`src/common/pipeline_config.svh`:
```
`ifndef PIPELINE_CONFIG_SVH
`define PIPELINE_CONFIG_SVH

// data path and instruction word width
`define ISA_WIDTH         32

// register index width, 32 registers
`define REGISTER_SIZE     5
`define REGISTER_COUNT    (1 << `REGISTER_SIZE)

// index field of j / jal
`define ADDRESS_WIDTH     26

// alu operation code width
`define ALU_CONTROL_WIDTH 4

`endif

```
`src/common/isa_pkg.sv`:
```
`include "pipeline_config.svh"

package isa_pkg;

    typedef enum logic [5:0] {
        op_rtype = 6'h00,                   // operation picked by funct
        op_j     = 6'h02,
        op_jal   = 6'h03,
        op_beq   = 6'h04,
        op_bne   = 6'h05,
        op_addi  = 6'h08,
        op_slti  = 6'h0a,
        op_andi  = 6'h0c,
        op_ori   = 6'h0d,
        op_lw    = 6'h23,
        op_sw    = 6'h2b
    } opcode_e;

    typedef enum logic [5:0] {
        fn_sll = 6'h00,
        fn_srl = 6'h02,
        fn_add = 6'h20,
        fn_sub = 6'h22,
        fn_and = 6'h24,
        fn_or  = 6'h25,
        fn_xor = 6'h26,
        fn_nor = 6'h27,
        fn_slt = 6'h2a
    } funct_e;

    typedef enum logic [`ALU_CONTROL_WIDTH-1:0] {
        alu_add, alu_sub, alu_and, alu_or, alu_xor,
        alu_nor, alu_slt, alu_sll, alu_srl,
        alu_pass_a                          // operand 1 straight through
    } alu_op_e;

    // low half of an r-type word
    typedef struct packed {
        logic [`REGISTER_SIZE-1:0] rd;
        logic [4:0]                shamt;
        funct_e                    funct;
    } r_low_t;

    typedef union packed {
        r_low_t      r;                     // rd, shamt, funct
        logic [15:0] imm16;                 // i-type immediate
    } instr_low_u;

    typedef struct packed {
        opcode_e                   opcode;
        logic [`REGISTER_SIZE-1:0] rs;
        logic [`REGISTER_SIZE-1:0] rt;
        instr_low_u                low;
    } instr_fields_t;

endpackage

```
`src/common/pipe_pkg.sv`:
```
`include "pipeline_config.svh"

package pipe_pkg;

    localparam int mem_write_bit = 0;       // mem_control bit positions
    localparam int mem_read_bit  = 1;

    typedef struct packed {
        logic [`ISA_WIDTH-1:0] instruction;
        logic [`ISA_WIDTH-1:0] pc_4;
        logic                  no_op;       // fetch slot holds nothing
    } if_id_t;

    typedef struct packed {
        logic                      reg_write_enable;
        logic [1:0]                mem_control;
        isa_pkg::alu_op_e          alu_control;
        logic                      immediate_instruction;
        logic                      jump_instruction;
        logic                      branch_instruction;
        logic                      condition_satisfied;   // beq / bne outcome
        logic                      link;                  // jal, write pc_4
        logic [`ISA_WIDTH-1:0]     sign_extend_result;
        logic [`REGISTER_SIZE-1:0] src_reg_1;             // 0 when unused
        logic [`REGISTER_SIZE-1:0] src_reg_2;
        logic [`REGISTER_SIZE-1:0] dest_reg;
    } decode_t;

    typedef struct packed {
        logic                      no_op;
        logic [`ISA_WIDTH-1:0]     pc_4;
        logic                      reg_write_enable;
        logic [1:0]                mem_control;
        isa_pkg::alu_op_e          alu_control;
        logic                      link;
        logic [`ISA_WIDTH-1:0]     operand_1;
        logic [`ISA_WIDTH-1:0]     operand_2;
        logic [`ISA_WIDTH-1:0]     store_data;
        logic [`REGISTER_SIZE-1:0] src_reg_1;
        logic [`REGISTER_SIZE-1:0] src_reg_2;
        logic [`REGISTER_SIZE-1:0] dest_reg;
    } id_ex_t;

    typedef struct packed {
        logic                      valid;
        logic                      reg_write_enable;
        logic [1:0]                mem_control;
        logic [`REGISTER_SIZE-1:0] dest_reg;
        logic [`ISA_WIDTH-1:0]     result;      // alu result or load / store address
        logic [`ISA_WIDTH-1:0]     store_data;
    } ex_mem_t;

    typedef struct packed {
        logic                      write_enable;
        logic [`REGISTER_SIZE-1:0] dest_reg;
        logic [`ISA_WIDTH-1:0]     data;
    } wb_t;

    typedef struct packed {
        logic hold;                         // drop id result, keep id/ex
        logic no_op;                        // bubble into ex
    } hazard_control_t;

endpackage

```
`src/decode/control_unit.sv`:
```
`timescale 1ns/1ps
`include "pipeline_config.svh"

module control_unit (
    input  logic [`ISA_WIDTH-1:0] instruction,
    input  logic [`ISA_WIDTH-1:0] reg_1,        // rs value, bypassed
    input  logic [`ISA_WIDTH-1:0] reg_2,        // rt value, bypassed
    output pipe_pkg::decode_t     decode
);
    import isa_pkg::*;
    import pipe_pkg::*;

    instr_fields_t f;

    assign f = instr_fields_t'(instruction);

    always_comb begin
        decode                    = '0;                     // unknown opcode acts as a nop
        decode.alu_control        = alu_add;
        decode.sign_extend_result = {{(`ISA_WIDTH-16){f.low.imm16[15]}}, f.low.imm16};
        decode.src_reg_1          = f.rs;
        case (f.opcode)
            op_rtype: begin
                decode.reg_write_enable = 1'b1;
                decode.src_reg_2        = f.rt;
                decode.dest_reg         = f.low.r.rd;
                case (f.low.r.funct)
                    fn_add: decode.alu_control = alu_add;
                    fn_sub: decode.alu_control = alu_sub;
                    fn_and: decode.alu_control = alu_and;
                    fn_or:  decode.alu_control = alu_or;
                    fn_xor: decode.alu_control = alu_xor;
                    fn_nor: decode.alu_control = alu_nor;
                    fn_slt: decode.alu_control = alu_slt;
                    fn_sll, fn_srl: begin
                        // shifted value is rt, shamt rides in the immediate
                        decode.alu_control           = (f.low.r.funct == fn_sll) ? alu_sll
                                                                                 : alu_srl;
                        decode.immediate_instruction = 1'b1;
                        decode.src_reg_1             = f.rt;
                        decode.src_reg_2             = '0;
                    end
                    default: decode.reg_write_enable = 1'b0;  // unsupported funct
                endcase
            end
            op_addi, op_slti, op_andi, op_ori: begin
                decode.reg_write_enable      = 1'b1;
                decode.immediate_instruction = 1'b1;
                decode.dest_reg              = f.rt;
                decode.alu_control           = (f.opcode == op_slti) ? alu_slt :
                                               (f.opcode == op_andi) ? alu_and :
                                               (f.opcode == op_ori)  ? alu_or  : alu_add;
            end
            op_lw: begin
                decode.reg_write_enable            = 1'b1;
                decode.immediate_instruction       = 1'b1;
                decode.mem_control[mem_read_bit]   = 1'b1;
                decode.dest_reg                    = f.rt;
            end
            op_sw: begin
                decode.immediate_instruction       = 1'b1;
                decode.mem_control[mem_write_bit]  = 1'b1;
                decode.src_reg_2                   = f.rt;   // store data source
            end
            op_beq, op_bne: begin
                decode.branch_instruction  = 1'b1;
                decode.src_reg_2           = f.rt;
                decode.condition_satisfied = (reg_1 == reg_2) ^ (f.opcode == op_bne);
            end
            op_j, op_jal: begin
                decode.jump_instruction = 1'b1;
                decode.src_reg_1        = '0;               // target is not a register
                if (f.opcode == op_jal) begin
                    decode.link             = 1'b1;
                    decode.reg_write_enable = 1'b1;
                    decode.alu_control      = alu_pass_a;
                    decode.dest_reg         = '1;           // r31
                end
            end
            default: ;
        endcase
    end

endmodule

```
`src/decode/general_reg.sv`:
```
`timescale 1ns/1ps
`include "pipeline_config.svh"

module general_reg (
    input  logic                      clk,
    input  logic                      rst_n,
    input  logic [`REGISTER_SIZE-1:0] src_reg_1,
    input  logic [`REGISTER_SIZE-1:0] src_reg_2,
    input  pipe_pkg::wb_t             wb,
    output logic [`ISA_WIDTH-1:0]     reg_1,
    output logic [`ISA_WIDTH-1:0]     reg_2
);
    logic [`ISA_WIDTH-1:0] regs [`REGISTER_COUNT];

    // r0 reads zero, a same-cycle write-back wins over the array
    function automatic logic [`ISA_WIDTH-1:0] read_port(input logic [`REGISTER_SIZE-1:0] idx);
        if (idx == '0)
            return '0;
        if (wb.write_enable && wb.dest_reg == idx)
            return wb.data;
        return regs[idx];
    endfunction

    always_ff @(posedge clk) begin
        if (!rst_n) begin
            for (int i = 0; i < `REGISTER_COUNT; i++)
                regs[i] <= '0;
        end else if (wb.write_enable && wb.dest_reg != '0) begin
            regs[wb.dest_reg] <= wb.data;               // writes to r0 dropped
        end
    end

    always_comb begin
        reg_1 = read_port(src_reg_1);
        reg_2 = read_port(src_reg_2);
    end

endmodule

```
`src/execute/execute_unit.sv`:
```
`timescale 1ns/1ps
`include "pipeline_config.svh"

module execute_unit (
    input  logic                  clk,
    input  logic                  rst_n,
    input  pipe_pkg::id_ex_t      id_ex,
    input  logic [`ISA_WIDTH-1:0] operand_1,      // forwarded
    input  logic [`ISA_WIDTH-1:0] operand_2,
    input  logic [`ISA_WIDTH-1:0] store_data,
    output pipe_pkg::ex_mem_t     ex_mem
);
    import isa_pkg::*;
    import pipe_pkg::*;

    localparam int shamt_width = $clog2(`ISA_WIDTH);

    logic [`ISA_WIDTH-1:0] alu_result;
    logic [shamt_width-1:0] shamt;

    assign shamt = operand_2[6 +: shamt_width];     // instruction bits 10:6

    always_comb begin
        case (id_ex.alu_control)
            alu_sub:    alu_result = operand_1 - operand_2;
            alu_and:    alu_result = operand_1 & operand_2;
            alu_or:     alu_result = operand_1 | operand_2;
            alu_xor:    alu_result = operand_1 ^ operand_2;
            alu_nor:    alu_result = ~(operand_1 | operand_2);
            alu_slt:    alu_result = {{(`ISA_WIDTH-1){1'b0}},
                                      $signed(operand_1) < $signed(operand_2)};
            alu_sll:    alu_result = operand_1 << shamt;
            alu_srl:    alu_result = operand_1 >> shamt;
            alu_pass_a: alu_result = operand_1;
            default:    alu_result = operand_1 + operand_2;  // add, also lw / sw address
        endcase
    end

    always_ff @(posedge clk) begin
        if (!rst_n) begin
            ex_mem.valid            <= 1'b0;
            ex_mem.reg_write_enable <= 1'b0;
            ex_mem.mem_control      <= '0;
        end else begin
            ex_mem.valid            <= !id_ex.no_op;
            ex_mem.reg_write_enable <= id_ex.reg_write_enable && !id_ex.no_op;
            ex_mem.mem_control      <= id_ex.no_op ? 2'b00 : id_ex.mem_control;  // bubble touches no memory
            ex_mem.dest_reg         <= id_ex.dest_reg;
            ex_mem.result           <= id_ex.link ? id_ex.pc_4 : alu_result;   // jal return address
            ex_mem.store_data       <= store_data;
        end
    end

endmodule

```
`src/execute/forwarding_unit.sv`:
```
`timescale 1ns/1ps
`include "pipeline_config.svh"

module forwarding_unit (
    input  pipe_pkg::id_ex_t      id_ex,
    input  pipe_pkg::ex_mem_t     ex_mem,
    input  pipe_pkg::wb_t         wb,
    output logic [`ISA_WIDTH-1:0] operand_1,
    output logic [`ISA_WIDTH-1:0] operand_2,
    output logic [`ISA_WIDTH-1:0] store_data
);
    import pipe_pkg::*;

    logic ex_mem_usable;

    // a load result is not known until write-back
    assign ex_mem_usable = ex_mem.valid && ex_mem.reg_write_enable
                        && !ex_mem.mem_control[mem_read_bit];

    function automatic logic [`ISA_WIDTH-1:0] pick(input logic [`REGISTER_SIZE-1:0] idx,
                                                   input logic [`ISA_WIDTH-1:0]     stored);
        if (idx == '0)
            return stored;                                  // r0 never forwarded
        if (ex_mem_usable && ex_mem.dest_reg == idx)
            return ex_mem.result;                           // youngest first
        if (wb.write_enable && wb.dest_reg == idx)
            return wb.data;
        return stored;
    endfunction

    always_comb begin
        operand_1  = pick(id_ex.src_reg_1, id_ex.operand_1);
        // store keeps its immediate offset, rt goes to store_data only
        operand_2  = id_ex.mem_control[mem_write_bit] ? id_ex.operand_2
                                                      : pick(id_ex.src_reg_2, id_ex.operand_2);
        store_data = pick(id_ex.src_reg_2, id_ex.store_data);
    end

endmodule

```
`src/execute/id_ex_reg.sv`:
```
`timescale 1ns/1ps
`include "pipeline_config.svh"

module id_ex_reg (
    input  logic                      clk,
    input  logic                      rst_n,
    input  pipe_pkg::hazard_control_t hazard_control,
    input  logic                      id_no_op,       // fetch slot empty
    input  logic [`ISA_WIDTH-1:0]     pc_4,
    input  logic [`ISA_WIDTH-1:0]     instruction,    // for the jump index
    input  pipe_pkg::decode_t         decode,
    input  logic [`ISA_WIDTH-1:0]     reg_1,
    input  logic [`ISA_WIDTH-1:0]     reg_2,
    output pipe_pkg::id_ex_t          id_ex,
    output logic                      pc_offset       // branch taken, one cycle after id
);
    import isa_pkg::*;
    import pipe_pkg::*;

    id_ex_t next;
    logic   shift_op;

    assign shift_op = decode.alu_control inside {alu_sll, alu_srl};

    always_comb begin
        next.no_op            = id_no_op;
        next.pc_4             = pc_4;
        next.reg_write_enable = decode.reg_write_enable;
        next.mem_control      = decode.mem_control;
        next.alu_control      = decode.alu_control;
        next.link             = decode.link;
        // jump target is the pc_4 region plus the word index
        next.operand_1        = decode.jump_instruction
                              ? {pc_4[`ISA_WIDTH-1:`ADDRESS_WIDTH+2],
                                 instruction[`ADDRESS_WIDTH-1:0], 2'b00}
                              : (shift_op ? reg_2 : reg_1);   // shifts work on rt
        next.operand_2        = decode.immediate_instruction ? decode.sign_extend_result : reg_2;
        next.store_data       = reg_2;
        next.src_reg_1        = decode.src_reg_1;
        // stores keep rt so store data still forwards
        next.src_reg_2        = (decode.immediate_instruction && !decode.mem_control[mem_write_bit])
                              ? '0 : decode.src_reg_2;
        next.dest_reg         = decode.dest_reg;
    end

    always_ff @(posedge clk) begin
        if (!rst_n) begin
            id_ex.no_op            <= 1'b1;             // ex starts empty
            id_ex.reg_write_enable <= 1'b0;
            id_ex.mem_control      <= '0;
            pc_offset              <= 1'b0;
        end else begin
            if (!hazard_control.hold)
                id_ex <= next;
            id_ex.no_op <= hazard_control.no_op | id_no_op;   // every cycle, also under hold
            // a held branch reports once it really leaves id
            pc_offset   <= !hazard_control.hold && !id_no_op
                        && decode.branch_instruction && decode.condition_satisfied;
        end
    end

endmodule

```
`src/hazard_unit.sv`:
```
`timescale 1ns/1ps

module hazard_unit (
    input  pipe_pkg::decode_t         decode,
    input  logic                      if_no_op,
    input  pipe_pkg::id_ex_t          id_ex,
    input  pipe_pkg::ex_mem_t         ex_mem,
    output pipe_pkg::hazard_control_t hazard_control,
    output logic                      stall
);
    import pipe_pkg::*;

    logic id_ex_writes, ex_mem_writes;
    logic id_ex_match, ex_mem_match;
    logic load_use, branch_wait;

    // r0 destinations are excluded, so a zero source never matches
    assign id_ex_writes  = !id_ex.no_op && id_ex.reg_write_enable && id_ex.dest_reg != '0;
    assign ex_mem_writes = ex_mem.valid && ex_mem.reg_write_enable && ex_mem.dest_reg != '0;

    assign id_ex_match  = id_ex_writes && (decode.src_reg_1 == id_ex.dest_reg
                                        || decode.src_reg_2 == id_ex.dest_reg);
    assign ex_mem_match = ex_mem_writes && (decode.src_reg_1 == ex_mem.dest_reg
                                         || decode.src_reg_2 == ex_mem.dest_reg);

    assign load_use    = id_ex_match && id_ex.mem_control[mem_read_bit];
    // branch compares in id, so it waits until the value is in the register file
    assign branch_wait = decode.branch_instruction && (id_ex_match || ex_mem_match);

    assign stall                = !if_no_op && (load_use || branch_wait);
    assign hazard_control.hold  = stall;
    assign hazard_control.no_op = stall;

endmodule

```
`src/id_ex_top.sv`:
```
`timescale 1ns/1ps
`include "pipeline_config.svh"

module id_ex_top (
    input  logic              clk,
    input  logic              rst_n,
    input  pipe_pkg::if_id_t  if_id,
    input  pipe_pkg::wb_t     wb,
    output pipe_pkg::ex_mem_t ex_mem,
    output logic              pc_offset,
    output logic              stall
);
    import isa_pkg::*;
    import pipe_pkg::*;

    instr_fields_t         fields;
    decode_t               decode;
    hazard_control_t       hazard_control;
    id_ex_t                id_ex;
    logic [`ISA_WIDTH-1:0] reg_1, reg_2;
    logic [`ISA_WIDTH-1:0] fwd_operand_1, fwd_operand_2, fwd_store_data;

    assign fields = instr_fields_t'(if_id.instruction);

    general_reg u_general_reg (
        .clk       (clk),
        .rst_n     (rst_n),
        .src_reg_1 (fields.rs),                     // raw fields, decode picks what it needs
        .src_reg_2 (fields.rt),
        .wb        (wb),
        .reg_1     (reg_1),
        .reg_2     (reg_2)
    );

    control_unit u_control_unit (
        .instruction (if_id.instruction),
        .reg_1       (reg_1),
        .reg_2       (reg_2),
        .decode      (decode)
    );

    hazard_unit u_hazard_unit (
        .decode         (decode),
        .if_no_op       (if_id.no_op),
        .id_ex          (id_ex),
        .ex_mem         (ex_mem),
        .hazard_control (hazard_control),
        .stall          (stall)
    );

    id_ex_reg u_id_ex_reg (
        .clk            (clk),
        .rst_n          (rst_n),
        .hazard_control (hazard_control),
        .id_no_op       (if_id.no_op),
        .pc_4           (if_id.pc_4),
        .instruction    (if_id.instruction),
        .decode         (decode),
        .reg_1          (reg_1),
        .reg_2          (reg_2),
        .id_ex          (id_ex),
        .pc_offset      (pc_offset)
    );

    forwarding_unit u_forwarding_unit (
        .id_ex      (id_ex),
        .ex_mem     (ex_mem),
        .wb         (wb),
        .operand_1  (fwd_operand_1),
        .operand_2  (fwd_operand_2),
        .store_data (fwd_store_data)
    );

    execute_unit u_execute_unit (
        .clk        (clk),
        .rst_n      (rst_n),
        .id_ex      (id_ex),
        .operand_1  (fwd_operand_1),
        .operand_2  (fwd_operand_2),
        .store_data (fwd_store_data),
        .ex_mem     (ex_mem)
    );

endmodule

```
`config.mk`:
```
export PLATFORM = sky130hd
export DESIGN_NAME = id_ex_top
export DESIGN_NICKNAME = d
export VERILOG_FILES = /design/src/common/isa_pkg.sv /design/src/common/pipe_pkg.sv /design/src/decode/control_unit.sv /design/src/decode/general_reg.sv /design/src/execute/execute_unit.sv /design/src/execute/forwarding_unit.sv /design/src/execute/id_ex_reg.sv /design/src/hazard_unit.sv /design/src/id_ex_top.sv
export VERILOG_INCLUDE_DIRS = /design/src /design/src/common
export SDC_FILE = /design/constraint.sdc
export NUM_CORES = 2
export LEC_CHECK = 0
export BUFFER_PORTS_ARGS = -buffer_cell sky130_fd_sc_hd__buf_2
export CORE_ASPECT_RATIO = 1.2
export CORE_MARGIN = 2
export CORE_UTILIZATION = 55
export CTS_CLUSTER_DIAMETER = 200
export CTS_CLUSTER_SIZE = 24
export DETAILED_ROUTE_END_ITERATION = 8
export HOLD_SLACK_MARGIN = 0.15
export PLACE_DENSITY = 0.79
export SLEW_MARGIN = 20
export SYNTH_ARGS = -nofsm -noshare
export SYNTH_HDL_FRONTEND = slang
export SYNTH_SLANG_ARGS = --single-unit
```
`constraint.sdc`:
```
create_clock -name clk -period 27.6 [get_ports clk]
set_clock_uncertainty 0.2 [all_clocks]
set_input_delay 2.76 -clock clk [delete_from_list [all_inputs] [get_ports clk]]
set_output_delay 2.76 -clock clk [all_outputs]
set_load 0.05 [all_outputs]
```
==> flow_summary.html <==
<table>
<tr><th>Metric</th><th>Value</th></tr>
<tr><th colspan="2">Timing</th></tr>
<tr><td>F_max</td><td>107.5 MHz</td></tr>
<tr><td>Unrepaired setup endpoints after global routing</td><td>false</td></tr>
<tr><td>Max-slew headroom at the worst pin</td><td>0.1243</td></tr>
<tr><td>Slew Limit Fails</td><td>0</td></tr>
<tr><td>Final Setup Violations</td><td>0</td></tr>
<tr><td>Transition at the pin with the smallest max-transition slack</td><td>1300 ps</td></tr>
<tr><td>Final hold violations</td><td>0</td></tr>
<tr><td>Accumulated negative setup slack</td><td>0 ps</td></tr>
<tr><td>Min cycle time layout</td><td>9305 ps</td></tr>
<tr><td>Ratio of final minimum period to clock period</td><td>0.3371</td></tr>
<tr><th colspan="2">Pwr</th></tr>
<tr><td>Maximum vdd drop</td><td>0.05652 mV</td></tr>
<tr><td>Flop pwr share</td><td>0.508</td></tr>
<tr><td>Total power per unit cell area</td><td>56.66 mW/mm²</td></tr>
<tr><td>Switching part of the total power</td><td>0.3311</td></tr>
<tr><td>Total net switching power</td><td>1.499 mW</td></tr>
<tr><td>P_leak</td><td>27.46 nW</td></tr>
<tr><td>Portion of total power attributed to combinational logic</td><td>0.271</td></tr>
<tr><td>Portion of total power attributed to the clock network</td><td>0.221</td></tr>
<tr><td>Design internal power</td><td>3.029 mW</td></tr>
<tr><th colspan="2">Route</th></tr>
<tr><td># DRC</td><td>0</td></tr>
<tr><td>Initial detailed-routing violation count</td><td>8784</td></tr>
<tr><td>Via-to-Cell Ratio</td><td>7.428</td></tr>
<tr><td>Routed wire length per instance</td><td>38.36 µm</td></tr>
<tr><td>Total Wirelength</td><td>283.8 mm</td></tr>
<tr><td>Vias post-DR</td><td>54960</td></tr>
<tr><td>Drt pass-1 iters</td><td>6</td></tr>
<tr><td>Antenna Nets Post-Route</td><td>0</td></tr>
<tr><th colspan="2">Cells and area</th></tr>
<tr><td>Max reg flops</td><td>1024</td></tr>
<tr><td>Commonest non-fill, non-tap cell in the layout</td><td>edfxtp_1</td></tr>
<tr><td>Post-route cell area</td><td>0.07991 mm²</td></tr>
<tr><td>Commonest cells after routing, fill and taps aside</td><td>edfxtp_1, and2_1, mux4_2</td></tr>
<tr><td>Final-stage net count</td><td>5766</td></tr>
<tr><td>Signed area change from the synthesized netlist to the final layout</td><td>5.979%</td></tr>
<tr><td>End-of-flow core utilization</td><td>0.5879</td></tr>
<tr><td>Share of layout cells above drive strength 1</td><td>0.2224</td></tr>
<tr><th colspan="2">Setup path</th></tr>
<tr><td>Worst R2R Setup Slack</td><td>20260 ps</td></tr>
<tr><td>Startpoint class of the critical path</td><td>input pin</td></tr>
<tr><td>Cell type of the slowest stage on the worst timing path</td><td>or4_1</td></tr>
<tr><td>Category of the critical setup timing path</td><td>input pin to primary output</td></tr>
<tr><td>Largest stage delay on the critical path</td><td>610 ps</td></tr>
<tr><td>Data required time at the worst endpoint</td><td>24640 ps</td></tr>
<tr><td>Peak fanout along the critical path</td><td>37</td></tr>
<tr><td>Arrival time of data at the critical path endpoint</td><td>6350 ps</td></tr>
<tr><td>Critical path capture point type</td><td>primary output</td></tr>
<tr><td>CP cell instances</td><td>buf_2, or4_1, nand4bb_4, buf_4, mux2_2, xor2_1, nor3_1, a22oi_1, nor4b_1, a21o_1, o21ai_1, nor2_2, buf_2</td></tr>
<tr><td>Crit path top cell by count</td><td>buf_2</td></tr>
<tr><th colspan="2">Synthesis</th></tr>
<tr><td>Post-synthesis cell type with the largest combined area</td><td>edfxtp_1</td></tr>
<tr><td>Synth Warn #</td><td>0</td></tr>
<tr><td>Syn Std Cell Area</td><td>0.07540 mm²</td></tr>
<tr><td>Proportion of netlist area held by the largest area contributor</td><td>0.4942</td></tr>
<tr><td>Prevailing post-synth register cell</td><td>edfxtp_1</td></tr>
<tr><td>Number of enable-type register cells in the synthesized netlist</td><td>1241</td></tr>
<tr><td>#FFs+latches synth</td><td>1250</td></tr>
<tr><td>Count of different cell masters after synthesis</td><td>103</td></tr>
<tr><td>Portion of the post-synthesis area used by sequential elements</td><td>0.4966</td></tr>
<tr><td>Post-Synthesis Cells</td><td>5689</td></tr>
<tr><td>Mapped Avg Cell Area</td><td>13.25 µm²</td></tr>
<tr><td>Top cells by area, synth</td><td>edfxtp_1, mux4_2, and2_1, mux2i_1, clkbuf_1</td></tr>
<tr><td>Async set-or-reset flop fraction in the synthesized netlist</td><td>0</td></tr>
<tr><th colspan="2">CTS</th></tr>
<tr><td>Setup fix buffers added after clock tree synthesis</td><td>0</td></tr>
<tr><td>Post-cts gate resize count</td><td>0</td></tr>
<tr><td>Number of levels the H-tree was split into</td><td>2</td></tr>
<tr><td>TritonCTS clock tree</td><td>built</td></tr>
<tr><td>Hold Buf Count CTS</td><td>0</td></tr>
<tr><td>Clock Latency Late Sink</td><td>790 ps</td></tr>
<tr><td>CTS max path bufs</td><td>3</td></tr>
<tr><td>Clock root buffer</td><td>clkbuf_16</td></tr>
<tr><td>Clock edge transition at the registers on the reported setup and hold paths</td><td>100 ps</td></tr>
<tr><td>TritonCTS sink count</td><td>1250</td></tr>
<tr><td>Total clock buffers created by CTS</td><td>58</td></tr>
<tr><th colspan="2">Global route</th></tr>
<tr><td>Maximum number of pins on one net before global-route repair</td><td>101</td></tr>
<tr><td>Wire length of the first global-routing pass</td><td>399.0 mm</td></tr>
<tr><td>Via count of the first global-routing pass</td><td>54350</td></tr>
<tr><td>Total Routing Usage GR</td><td>0.4032</td></tr>
<tr><td>Number of antenna violations at the first check in global routing</td><td>20</td></tr>
<tr><td>Total global routing overflow</td><td>0</td></tr>
<tr><th colspan="2">Floorplanning</th></tr>
<tr><td>Chip width</td><td>342 µm</td></tr>
<tr><td>Core ar.</td><td>0.1359 mm²</td></tr>
<tr><td>Number of top-level pins</td><td>180</td></tr>
<tr><td>Die Height</td><td>409.6 µm</td></tr>
<tr><td>Starting density of the core</td><td>0.5548</td></tr>
<tr><td>Die Outline Area</td><td>0.1401 mm²</td></tr>
<tr><td># rows</td><td>148</td></tr>
<tr><th colspan="2">Place</th></tr>
<tr><td>Placed cell areas</td><td>0.07826 mm²</td></tr>
<tr><td>Placer Congestion</td><td>1.053</td></tr>
<tr><td>Number of input and output port buffers inserted</td><td>179</td></tr>
<tr><td>Sum of net half-perimeters after detailed placement</td><td>186.1 mm</td></tr>
<tr><th colspan="2">Run status</th></tr>
<tr><td>Run status</td><td>finished, final reports clean</td></tr>
<tr><th colspan="2">Job</th></tr>
<tr><td># Max-Cap Violations</td><td>0</td></tr>
<tr><th colspan="2">Hold path</th></tr>
<tr><td>Class of the most critical hold timing path</td><td>flip-flop to flip-flop</td></tr>
</table>
[cell usage after synthesis, types with 14 or more instances]
cell type / n
edfxtp_1: 1241
and2_1: 885
mux4_2: 642
clkbuf_1: 394
nor2_1: 263
nand2_1: 224
mux2i_1: 186
nor3_1: 172
o21ai_0: 166
a21oi_1: 140
inv_1: 113
buf_2: 102
a211oi_1: 98
o22a_1: 94
ha_1: 92
xnor2_1: 61
nand3_1: 51
buf_1: 50
o22ai_1: 45
xor2_1: 38
o221ai_1: 37
a221oi_1: 36
o211ai_1: 35
a221o_1: 31
mux2_2: 31
and3_1: 26
a21o_1: 25
nor4_1: 25
o21bai_1: 25
a22oi_1: 20
o31ai_1: 20
nand4_1: 16
nor2b_1: 16
nand2b_1: 14
[through the flow]
stage,total power [mW],setup slack (ps),cells,hold slack (ps)
floorplan,3.064,15610,5720,210.3
global placement,3.496,18100,7305,246.5
detailed placement,3.513,18120,7306,248.0
CTS,4.467,18330,7379,265.5
global route,4.615,18070,7380,286.4
finish,4.528,18290,7398,260.7
[final cells by class]
class / instances / area (µm²)
Fill cell: 10420 / 56010
Sequential cell: 1250 / 37450
Multi-Input combinational cell: 3781 / 35840
Timing Repair Buffer: 349 / 2265
Tap cell: 1800 / 2252
Clock buffer: 69 / 1493
Inverter: 127 / 479.2
Clock inverter: 4 / 86.33
Antenna cell: 18 / 45.04
[power by group through the flow]
stage                     logic [mW]  clock network, mW  registers, mW
final                           1.23               1.00           2.30
after global routing            1.26               1.05           2.31
after CTS                       1.18              0.992           2.30
after detailed placement        1.17                  0           2.34
after global placement          1.17                  0           2.33
after floorplan                0.716                  0           2.35
[cell families after synthesis]
group,after synthesis,synth area share
simple gates,1768,0.1284
flops,1250,0.4966
compound gates,923,0.08851
mux,865,0.2221
buf+inv,689,0.03704
xor+xnor,99,0.01150
fa+ha+maj,94,0.01580
other cells,1,0.00004973
[worst max-delay path, delay by kind of cell]
kind	cells	cell delay (ps)
and+or+nand+nor	5	1790
buffers and inverters	3	860
muxes	1	410
AOI/OAI and AO/OA	3	360
xor gates and xnor gates	1	160
[metal layers]
metal  vias up  share of wire  track usage
li1      21790              -            -
met1     27030           0.31       0.4649
met2      4854           0.46       0.6401
met3      1270           0.12      0.09702
met4        12           0.11       0.3317
met5         -        0.00025            0
[worst paths after layout]
| kind | end | depth (start not counted) | start |
|---|---|---|---|
| max | stall | 13 | if_id[59] |
| min | u_execute_unit.ex_mem[72] | 1 | u_id_ex_reg.id_ex[151] |
| max reg2reg | u_execute_unit.ex_mem[60] | 18 | u_id_ex_reg.id_ex[10] |
| min reg2reg | u_execute_unit.ex_mem[72] | 1 | u_id_ex_reg.id_ex[151] |
Note: power is estimated with default switching activity, not from simulation.
